### src/rxbuf_settings.svh
////////////////////
// widths, tag count, tag base and completion header codes
////////////////////
`ifndef RXBUF_SETTINGS_SVH
`define RXBUF_SETTINGS_SVH

// ring size in quadwords is 2**RXBUF_AW
`define RXBUF_AW 9

// up to 2**RXBUF_TAGW outstanding reads
`define RXBUF_TAGW 2

`define RXBUF_TAG_BASE 5'b10100     // upper bits must match on completions

// completion with data, fmt 2'b10 type 5'b01010
`define RXBUF_CPL_FMT_TYPE 7'b1001010
`define RXBUF_CPL_SC 3'b000         // successful completion

`endif

### src/rxbuf_pkg.sv
////////////////////
// shared vector types, stream and request structs, fsm states
////////////////////
`include "rxbuf_settings.svh"

package rxbuf_pkg;

    typedef logic [63:0]            qw_t;
    typedef logic [63:0]            host_addr_t;
    typedef logic [`RXBUF_AW:0]     buf_ptr_t;      // msb is the wrap bit
    typedef logic [`RXBUF_AW-1:0]   buf_addr_t;
    typedef logic [31:0]            qw_len_t;
    typedef logic [`RXBUF_TAGW-1:0] tag_t;

    typedef struct packed {
        qw_t  data;
        logic sof;
        logic eof;
        logic valid;
    } trn_rx_t;

    typedef struct packed {
        host_addr_t addr;
        logic [9:0] qw;
        tag_t       tag;
    } rd_req_t;

    typedef struct packed {
        tag_t       tag;
        buf_ptr_t   base;       // ring slot reserved for the request
        logic [9:0] qw;
    } alloc_t;

    typedef struct packed {
        logic valid;
        qw_t  data;
        tag_t tag;
        logic last;
    } cpl_beat_t;

    typedef enum logic [2:0] {
        RD_IDLE,
        RD_CHUNK,
        RD_CHECK,
        RD_REQ,
        RD_ACK_LOW,
        RD_DONE
    } rd_state_t;

    typedef enum logic {
        CM_WAIT,
        CM_RETIRE
    } commit_state_t;

endpackage

### src/rd_req_gen.sv
////////////////////
// descriptor chunking and read request issue
////////////////////
`include "rxbuf_settings.svh"

module rd_req_gen (
    input  logic                  clk,
    input  logic                  rst,
    input  logic                  lbuf_req,
    input  rxbuf_pkg::host_addr_t lbuf_addr,
    input  rxbuf_pkg::qw_len_t    lbuf_qw,
    output logic                  lbuf_ack,
    input  logic [2:0]            cfg_max_rd_req_size,
    input  rxbuf_pkg::buf_ptr_t   committed_cons,
    input  logic                  retire,
    output logic                  rd_req,
    output rxbuf_pkg::rd_req_t    rd,
    input  logic                  rd_ack,
    output logic                  alloc_en,
    output rxbuf_pkg::alloc_t     alloc
);
    import rxbuf_pkg::*;

    localparam logic [`RXBUF_AW+1:0] RING_QW = {2'b01, {`RXBUF_AW{1'b0}}};

    rd_state_t            state;
    qw_len_t              qw_left;
    host_addr_t           next_addr;
    buf_ptr_t             iprod;        // issued producer pointer
    tag_t                 next_tag;
    logic [`RXBUF_TAGW:0] os_cnt;       // outstanding requests
    logic [9:0]           mx_qw;
    logic [9:0]           chunk_qw;
    buf_ptr_t             used;
    logic [`RXBUF_AW+1:0] need;
    logic                 space_ok;

    always_comb begin
        case (cfg_max_rd_req_size)
            3'd0:    mx_qw = 10'd16;
            3'd1:    mx_qw = 10'd32;
            3'd2:    mx_qw = 10'd64;
            default: mx_qw = 10'd128;
        endcase
    end

    assign chunk_qw = (qw_left < qw_len_t'(mx_qw)) ? qw_left[9:0] : mx_qw;

    // ring occupancy if the pending chunk were issued
    assign used     = iprod - committed_cons;
    assign need     = {1'b0, used} + {1'b0, rd.qw};
    assign space_ok = (need <= RING_QW);

    ////////////////////
    // request fsm
    ////////////////////
    always_ff @(posedge clk) begin
        if (rst) begin
            state    <= RD_IDLE;
            lbuf_ack <= 1'b0;
            rd_req   <= 1'b0;
            alloc_en <= 1'b0;
            iprod    <= '0;
            next_tag <= '0;
        end else begin
            alloc_en <= 1'b0;
            case (state)
                RD_IDLE: begin
                    if (lbuf_req) begin
                        next_addr <= lbuf_addr;
                        qw_left   <= lbuf_qw;
                        state     <= RD_CHUNK;
                    end
                end
                RD_CHUNK: begin
                    if (qw_left == '0) begin
                        lbuf_ack <= 1'b1;   // whole descriptor issued
                        state    <= RD_DONE;
                    end else begin
                        rd.addr <= next_addr;
                        rd.qw   <= chunk_qw;
                        rd.tag  <= next_tag;
                        state   <= RD_CHECK;
                    end
                end
                RD_CHECK: begin
                    // hold off on a full tag set or a full ring
                    if (!os_cnt[`RXBUF_TAGW] && space_ok && !rd_ack) begin
                        rd_req <= 1'b1;
                        state  <= RD_REQ;
                    end
                end
                RD_REQ: begin
                    if (rd_ack) begin
                        rd_req     <= 1'b0;
                        alloc_en   <= 1'b1;
                        alloc.tag  <= rd.tag;
                        alloc.base <= iprod;
                        alloc.qw   <= rd.qw;
                        iprod      <= iprod + rd.qw;
                        next_addr  <= next_addr + host_addr_t'({rd.qw, 3'b000});
                        qw_left    <= qw_left - qw_len_t'(rd.qw);
                        next_tag   <= next_tag + tag_t'(1);
                        state      <= RD_ACK_LOW;
                    end
                end
                RD_ACK_LOW: begin
                    if (!rd_ack) begin
                        state <= RD_CHUNK;
                    end
                end
                RD_DONE: begin
                    if (!lbuf_req) begin
                        lbuf_ack <= 1'b0;
                        state    <= RD_IDLE;
                    end
                end
                default: state <= RD_IDLE;
            endcase
        end
    end

    always_ff @(posedge clk) begin
        if (rst) begin
            os_cnt <= '0;
        end else if (alloc_en && !retire) begin
            os_cnt <= os_cnt + 1'b1;
        end else if (!alloc_en && retire) begin
            os_cnt <= os_cnt - 1'b1;
        end
    end

endmodule

### src/cpl_parser.sv
////////////////////
// completion header decode and filter
////////////////////
`include "rxbuf_settings.svh"

module cpl_parser (
    input  logic                 clk,
    input  logic                 rst,
    input  rxbuf_pkg::trn_rx_t   trn,
    output rxbuf_pkg::cpl_beat_t beat
);
    import rxbuf_pkg::*;

    localparam logic [4:0] TAG_BASE = `RXBUF_TAG_BASE;

    logic       tag_phase;  // next beat carries the tag
    logic       hdr_ok;
    logic       accept;     // payload beats pass until eof
    tag_t       cur_tag;
    logic [9:0] dw_len;
    logic       fmt_ok;

    assign dw_len = trn.data[41:32];
    assign fmt_ok = (trn.data[62:56] == `RXBUF_CPL_FMT_TYPE) &&
                    (trn.data[15:13] == `RXBUF_CPL_SC) &&
                    (dw_len != '0) && !dw_len[0];   // qw aligned only

    always_ff @(posedge clk) begin
        if (rst) begin
            tag_phase  <= 1'b0;
            hdr_ok     <= 1'b0;
            accept     <= 1'b0;
            beat.valid <= 1'b0;
        end else begin
            beat.valid <= 1'b0;
            if (trn.valid) begin
                if (trn.sof) begin
                    hdr_ok    <= fmt_ok;
                    accept    <= 1'b0;
                    tag_phase <= !trn.eof;
                end else if (tag_phase) begin
                    accept    <= hdr_ok && !trn.eof &&
                                 (trn.data[44:40+`RXBUF_TAGW] == TAG_BASE[4:`RXBUF_TAGW]);
                    cur_tag   <= trn.data[40 +: `RXBUF_TAGW];
                    tag_phase <= 1'b0;
                end else if (accept) begin
                    beat.valid <= 1'b1;
                    beat.data  <= trn.data;
                    beat.tag   <= cur_tag;
                    beat.last  <= trn.eof;
                    accept     <= !trn.eof;
                end
            end
        end
    end

endmodule

### src/tag_table.sv
////////////////////
// per-tag ring pointers and received counts
////////////////////
`include "rxbuf_settings.svh"

module tag_table (
    input  logic                clk,
    input  logic                rst,
    input  logic                alloc_en,
    input  rxbuf_pkg::alloc_t   alloc,
    input  logic                adv_en,
    input  rxbuf_pkg::tag_t     adv_tag,
    input  rxbuf_pkg::tag_t     wr_tag,
    output rxbuf_pkg::buf_ptr_t wr_ptr,
    input  rxbuf_pkg::tag_t     cm_tag,
    output rxbuf_pkg::buf_ptr_t cm_end,
    output logic                cm_done,
    input  logic                retire
);
    import rxbuf_pkg::*;

    localparam int NTAG = 1 << `RXBUF_TAGW;

    buf_ptr_t        base_q [NTAG];
    buf_ptr_t        wptr_q [NTAG];
    logic [9:0]      req_qw [NTAG];
    logic [9:0]      rcv_qw [NTAG];
    logic [NTAG-1:0] live;          // entry allocated, not yet retired

    always_ff @(posedge clk) begin
        if (adv_en) begin
            wptr_q[adv_tag] <= wptr_q[adv_tag] + buf_ptr_t'(1);
            rcv_qw[adv_tag] <= rcv_qw[adv_tag] + 10'd1;
        end
        if (alloc_en) begin
            base_q[alloc.tag] <= alloc.base;
            wptr_q[alloc.tag] <= alloc.base;
            req_qw[alloc.tag] <= alloc.qw;
            rcv_qw[alloc.tag] <= '0;
        end
    end

    always_ff @(posedge clk) begin
        if (rst) begin
            live <= '0;
        end else begin
            if (retire) live[cm_tag] <= 1'b0;
            if (alloc_en) live[alloc.tag] <= 1'b1;
        end
    end

    assign wr_ptr  = wptr_q[wr_tag];
    assign cm_end  = base_q[cm_tag] + req_qw[cm_tag];   // wraps with the ring
    assign cm_done = live[cm_tag] && (rcv_qw[cm_tag] == req_qw[cm_tag]);

endmodule

### src/cpl_writer.sv
////////////////////
// payload writes into the ring
////////////////////
`include "rxbuf_settings.svh"

module cpl_writer (
    input  logic                 clk,
    input  logic                 rst,
    input  rxbuf_pkg::cpl_beat_t beat,
    output rxbuf_pkg::tag_t      wr_tag,
    input  rxbuf_pkg::buf_ptr_t  wr_ptr,
    output logic                 adv_en,
    output rxbuf_pkg::tag_t      adv_tag,
    output logic                 wr_en,
    output rxbuf_pkg::buf_addr_t wr_addr,
    output rxbuf_pkg::qw_t       wr_data
);
    import rxbuf_pkg::*;

    logic     chain_q;  // previous cycle held a non-last beat
    buf_ptr_t ptr_q;
    buf_ptr_t cur_ptr;

    assign wr_tag = beat.tag;

    // the table lags one beat behind, so back to back beats run off ptr_q
    assign cur_ptr = chain_q ? ptr_q + buf_ptr_t'(1) : wr_ptr;

    always_ff @(posedge clk) begin
        if (rst) begin
            wr_en   <= 1'b0;
            chain_q <= 1'b0;
        end else begin
            wr_en   <= beat.valid;
            chain_q <= beat.valid && !beat.last;
            if (beat.valid) begin
                wr_addr <= cur_ptr[`RXBUF_AW-1:0];  // wrap bit dropped
                wr_data <= beat.data;
                adv_tag <= beat.tag;
                ptr_q   <= cur_ptr;
            end
        end
    end

    assign adv_en = wr_en;  // one advance per written qw

endmodule

### src/prod_commit.sv
////////////////////
// in-order producer pointer commit
////////////////////
module prod_commit (
    input  logic                clk,
    input  logic                rst,
    output rxbuf_pkg::tag_t     cm_tag,
    input  rxbuf_pkg::buf_ptr_t cm_end,
    input  logic                cm_done,
    output logic                retire,
    output rxbuf_pkg::buf_ptr_t committed_prod
);
    import rxbuf_pkg::*;

    commit_state_t state;
    tag_t          cur_tag;     // oldest request not yet committed

    always_ff @(posedge clk) begin
        if (rst) begin
            state          <= CM_WAIT;
            cur_tag        <= '0;
            committed_prod <= '0;
        end else begin
            case (state)
                CM_WAIT: begin
                    if (cm_done) begin
                        committed_prod <= cm_end;
                        state          <= CM_RETIRE;
                    end
                end
                CM_RETIRE: begin
                    cur_tag <= cur_tag + tag_t'(1);
                    state   <= CM_WAIT;
                end
                default: state <= CM_WAIT;
            endcase
        end
    end

    assign cm_tag = cur_tag;
    assign retire = (state == CM_RETIRE);   // clears entry, frees tag

endmodule

### src/rxbuf_top.sv
////////////////////
// receive buffer manager top level
////////////////////
module rxbuf_top (
    input  logic                  clk,
    input  logic                  rst,
    input  rxbuf_pkg::trn_rx_t    trn,
    input  logic [2:0]            cfg_max_rd_req_size,
    input  logic                  lbuf_req,
    input  rxbuf_pkg::host_addr_t lbuf_addr,
    input  rxbuf_pkg::qw_len_t    lbuf_qw,
    output logic                  lbuf_ack,
    output logic                  rd_req,
    output rxbuf_pkg::rd_req_t    rd,
    input  logic                  rd_ack,
    output logic                  wr_en,
    output rxbuf_pkg::buf_addr_t  wr_addr,
    output rxbuf_pkg::qw_t        wr_data,
    output rxbuf_pkg::buf_ptr_t   committed_prod,
    input  rxbuf_pkg::buf_ptr_t   committed_cons
);
    import rxbuf_pkg::*;

    logic      alloc_en;
    alloc_t    alloc;
    logic      retire;
    cpl_beat_t beat;
    logic      adv_en;
    tag_t      adv_tag;
    tag_t      wr_tag;
    buf_ptr_t  wr_ptr;
    tag_t      cm_tag;
    buf_ptr_t  cm_end;
    logic      cm_done;

    rd_req_gen u_rd_req_gen (
        .clk                 (clk),
        .rst                 (rst),
        .lbuf_req            (lbuf_req),
        .lbuf_addr           (lbuf_addr),
        .lbuf_qw             (lbuf_qw),
        .lbuf_ack            (lbuf_ack),
        .cfg_max_rd_req_size (cfg_max_rd_req_size),
        .committed_cons      (committed_cons),
        .retire              (retire),
        .rd_req              (rd_req),
        .rd                  (rd),
        .rd_ack              (rd_ack),
        .alloc_en            (alloc_en),
        .alloc               (alloc)
    );

    cpl_parser u_cpl_parser (
        .clk  (clk),
        .rst  (rst),
        .trn  (trn),
        .beat (beat)
    );

    tag_table u_tag_table (
        .clk      (clk),
        .rst      (rst),
        .alloc_en (alloc_en),
        .alloc    (alloc),
        .adv_en   (adv_en),
        .adv_tag  (adv_tag),
        .wr_tag   (wr_tag),
        .wr_ptr   (wr_ptr),
        .cm_tag   (cm_tag),
        .cm_end   (cm_end),
        .cm_done  (cm_done),
        .retire   (retire)
    );

    cpl_writer u_cpl_writer (
        .clk     (clk),
        .rst     (rst),
        .beat    (beat),
        .wr_tag  (wr_tag),
        .wr_ptr  (wr_ptr),
        .adv_en  (adv_en),
        .adv_tag (adv_tag),
        .wr_en   (wr_en),
        .wr_addr (wr_addr),
        .wr_data (wr_data)
    );

    prod_commit u_prod_commit (
        .clk            (clk),
        .rst            (rst),
        .cm_tag         (cm_tag),
        .cm_end         (cm_end),
        .cm_done        (cm_done),
        .retire         (retire),
        .committed_prod (committed_prod)
    );

endmodule

### config.mk
export PLATFORM = sky130hd
export DESIGN_NAME = rxbuf_top
export DESIGN_NICKNAME = d
export VERILOG_FILES = /design/src/rxbuf_pkg.sv /design/src/rd_req_gen.sv /design/src/cpl_parser.sv /design/src/tag_table.sv /design/src/cpl_writer.sv /design/src/prod_commit.sv /design/src/rxbuf_top.sv
export VERILOG_INCLUDE_DIRS = /design/src /design/src/src
export SDC_FILE = /design/constraint.sdc
export NUM_CORES = 1
export LEC_CHECK = 0
export BUFFER_PORTS_ARGS = -buffer_cell sky130_fd_sc_hd__buf_4
export CAP_MARGIN = 20
export CORE_ASPECT_RATIO = 1.75
export CORE_MARGIN = 4
export CORE_UTILIZATION = 25
export CTS_CLUSTER_SIZE = 40
export DETAILED_ROUTE_END_ITERATION = 12
export HOLD_SLACK_MARGIN = 0.12
export PLACE_DENSITY = 0.52
export SYNTH_ARGS = -nofsm -noshare
export SYNTH_HDL_FRONTEND = slang
export SYNTH_SLANG_ARGS = --single-unit
export TNS_END_PERCENT = 50
### constraint.sdc
create_clock -name clk -period 10.8 [get_ports clk]
set_clock_uncertainty 0.1 [all_clocks]
set_input_delay 0.54 -clock clk [delete_from_list [all_inputs] [get_ports clk]]
set_output_delay 0.54 -clock clk [all_outputs]
set_load 0.05 [all_outputs]
==> results.md <==
* # clock sinks at 544
* Multi-input gate area at 8550 um^2
* PwrDens at 144 nW/um^2
* Synth area leader: edfxtp_1
* Sequential element share of the synthesized area at 63.1%
* Final wirelength at 67,100 um
* Crit path largest cell delay at 0.42 ns
* Initial core utilization at 25.3%
* Most frequent cells in the layout: 454 x edfxtp_1, 356 x buf_4, 198 x nor2_1
* Met3 usage at 4.65%
* Met1 Use GR at 13.9%
* Post-synth EDFFs at 454
* Pleak at 11.7 nW
* Setup ws final at 6.50 ns
* WP data required at 11.25 ns
* Nets at 2,650
* # fillers at 9,560
* Synth top area cells: edfxtp_1 56%, dfxtp_1 7.4%, mux4_2 5.2%, ha_1 3.5%, nor2_1 3.1%
* Worst-Margin Slew at 1.09 ns
* Ys flop type: edfxtp_1
* Post-route cell area at 31,900 um^2
* YS warnings at 0
* Startpoint Class: register
* Hold path depth at 3
* Critical Path End Type: register
* CP dominant cell by count: ha_1
* Leading cell type in the layout, fill and taps excluded: edfxtp_1
* Most Crowded Layer GR: met2
* Post-route core utilization at 32.9%
* CTS-repair resized insts at 0
* Final period utilization at 39.8%
* Share of the synthesized area in the top cell type at 55.7%
* CTS Buffer Depth at 3
* Maximum clock rate at 232 MHz
* Clk_lat worst skew at 0.64 ns
* Crit path from: u_rd_req_gen.iprod[0]$_SDFFE_PP0P_
* Final ANT Viol Nets at 0
* Vias per cell at 4.47
* Initial drt markers at 855
* Slowest-stage cell, CP: a2111o_1
* Mapped Area at 24,500 um^2
* Global-route wire length before repair at 103,000 um
* Root buf cell: clkbuf_16
* Final Setup Violations at 0
* I/O Pins at 342
* Max cap viols at 0
* Critical Path, Cell by Cell: inv_1, ha_1, fa_1, nor2b_1, o21ai_0, a21boi_0, o21a_1, nor2_1, xnor2_1, ha_1, a2111o_1, a31o_2, a21o_1, a2111oi_0, a21oi_1, a211o_1, o22ai_1
* Post-synth cell types at 76
* Pins over their slew limit at 0
* Core ar. at 96,900 um^2
* FF-to-FF path depth at 17
* Layout cells sized above 1 at 22.1%
* Number of buffers added for setup after CTS at 0
* Die area at 103,000 um^2
* Area grow syn2layout at 30.2%
* Final HPWL DP at 47,700 um
* Avg WL per Cell at 17.9 um
* Pre-CTS setup slack at 6.34 ns
* FP Rows at 151
* All-Layer GR Usage at 12.7%
* Setup Crit Path Kind: reg -> reg
* R2R Path Start: u_rd_req_gen.iprod[0]$_SDFFE_PP0P_
* Post-CTS Hold Buffers at 153
* Register area at 15,400 um^2
* CTS tree: done
* Via count at 16,762
* Cts bufs inserted at 54
* Die Span X at 245 um
* Status: complete, no violations
* GP Congestion at 0.835
* CP Depth at 17
* Reg clk slew, reported paths at 0.07 ns
* Setup_tns at 0 ns
* Drt drc at 0
* Min Tclk post-route at 4.30 ns
* Maximum number of pins on one net before global-route repair at 96
* Avg Cell Area, Syn at 12.9 um^2
* M2 GR Usage at 22.4%
* Number of H-tree levels at 2
* Worst hold start: lbuf_qw[12]
* Chip height at 422 um
* Slew HR at 27.0%
* Placed Area at 28,500 um^2
* Post-synth ARST share at 0%
* Hold/Removal Path Class: in -> reg
* FF+latch count, synth at 544
* Syn Inst Count at 1,894
* Peak VDD IR at 115 uV
* Vias in the first global route at 17,841
* CP Buf/Inv Count at 1
* Final hold violation count at 0
* First-pass iteration count of the detailed router at 6
* Data arrival time of the critical path at 4.75 ns
* Critical path's top delay family: compound AO/OA/AOI/OAI gates
* RSZ-0062 raised after global routing: false
* Antenna violations before repair at 8
* Max FO, Critical Path at 6
* GR Overflow Total at 0
* IO Port Bufs at 341
tightest hold or removal path, cell delays in order:
cell and delay [ns]:
buf_4 0.09, nand2_1 0.05, o21ai_0 0.07
cell usage after synthesis, types with 40 or more instances:
library cell / instances
ha_1: 68
nand2_1: 196
xnor2_1: 63
o21ai_0: 121
edfxtp_1: 454
xor2_1: 78
nand3_1: 50
a21oi_1: 65
a211oi_1: 40
clkbuf_1: 49
inv_1: 61
nor2_1: 199
dfxtp_1: 90
mux4_2: 57
worst paths after layout:
check | end | slack (ns)
max | u_rd_req_gen.state[0]$_SDFFE_PP0P_ | 6.50
min | u_rd_req_gen.qw_left[12]$_DFFE_PP_ | 0.15
max reg2reg | u_rd_req_gen.state[0]$_SDFFE_PP0P_ | 6.50
min reg2reg | u_cpl_writer.wr_data[3]$_DFFE_PP_ | 0.31
final cells by class:
class,instances,area share [%]
sequential,544,48.4
multi-input combinational,1218,26.8
clock inverter,28,0.769
inverter,65,0.765
tap,1300,5.10
antenna,5,0.0393
clock buffer,74,4.80
timing repair buffer,512,13.3
sequential cells by signal (all words and copies together), names as in the netlist, 4 cells and up, named ones only:
register,flops
u_rd_req_gen.rd,76
u_cpl_parser.beat,68
u_cpl_writer.wr_data,64
u_rd_req_gen.next_addr,64
u_tag_table.base_q,40
u_tag_table.rcv_qw,40
u_tag_table.req_qw,40
u_tag_table.wptr_q,36
u_rd_req_gen.qw_left,32
u_rd_req_gen.alloc,22
u_prod_commit.committed_prod,10
u_rd_req_gen.iprod,10
u_cpl_writer.ptr_q,9
u_tag_table.live,4
where the power goes:
group / switching [mW] / internal [mW]
combinational: 0.187 / 0.158
sequential: 0.0333 / 2.31
clock: 0.844 / 1.05
kinds of logic (layout without fill, tap and decap cells):
family,Yosys count,count (layout),synth area share (%)
AO/OA/AOI/OAI,305,305,7.66
XOR/XNOR,141,141,5.05
adder cells (fa/ha/maj),75,75,4.05
buffers and inverters,133,679,2.23
flip-flops,544,544,63.1
multiplexers,82,82,6.45
other,1,7,0.0153
AND/OR/NAND/NOR,613,613,11.5
per-stage QoR:
stage          hold WS, ns  instances  power, mW
2_1_floorplan        0.284       1895       2.56
3_3_place_gp         0.300       3483       2.68
3_5_place_dp         0.305       3484       2.68
4_1_cts              0.122       3739       4.65
5_1_grt              0.129       3742       4.76
6_report             0.149       3746       4.58
layer usage:
layer	up-vias	part of all wire, %	wire, um
li1	7995	-	-
met1	8089	37	25100
met2	550	50	33500
met3	126	9.2	6190
met4	2	3.5	2340
met5	-	0.030	20
(Power assumes the default switching activity.)
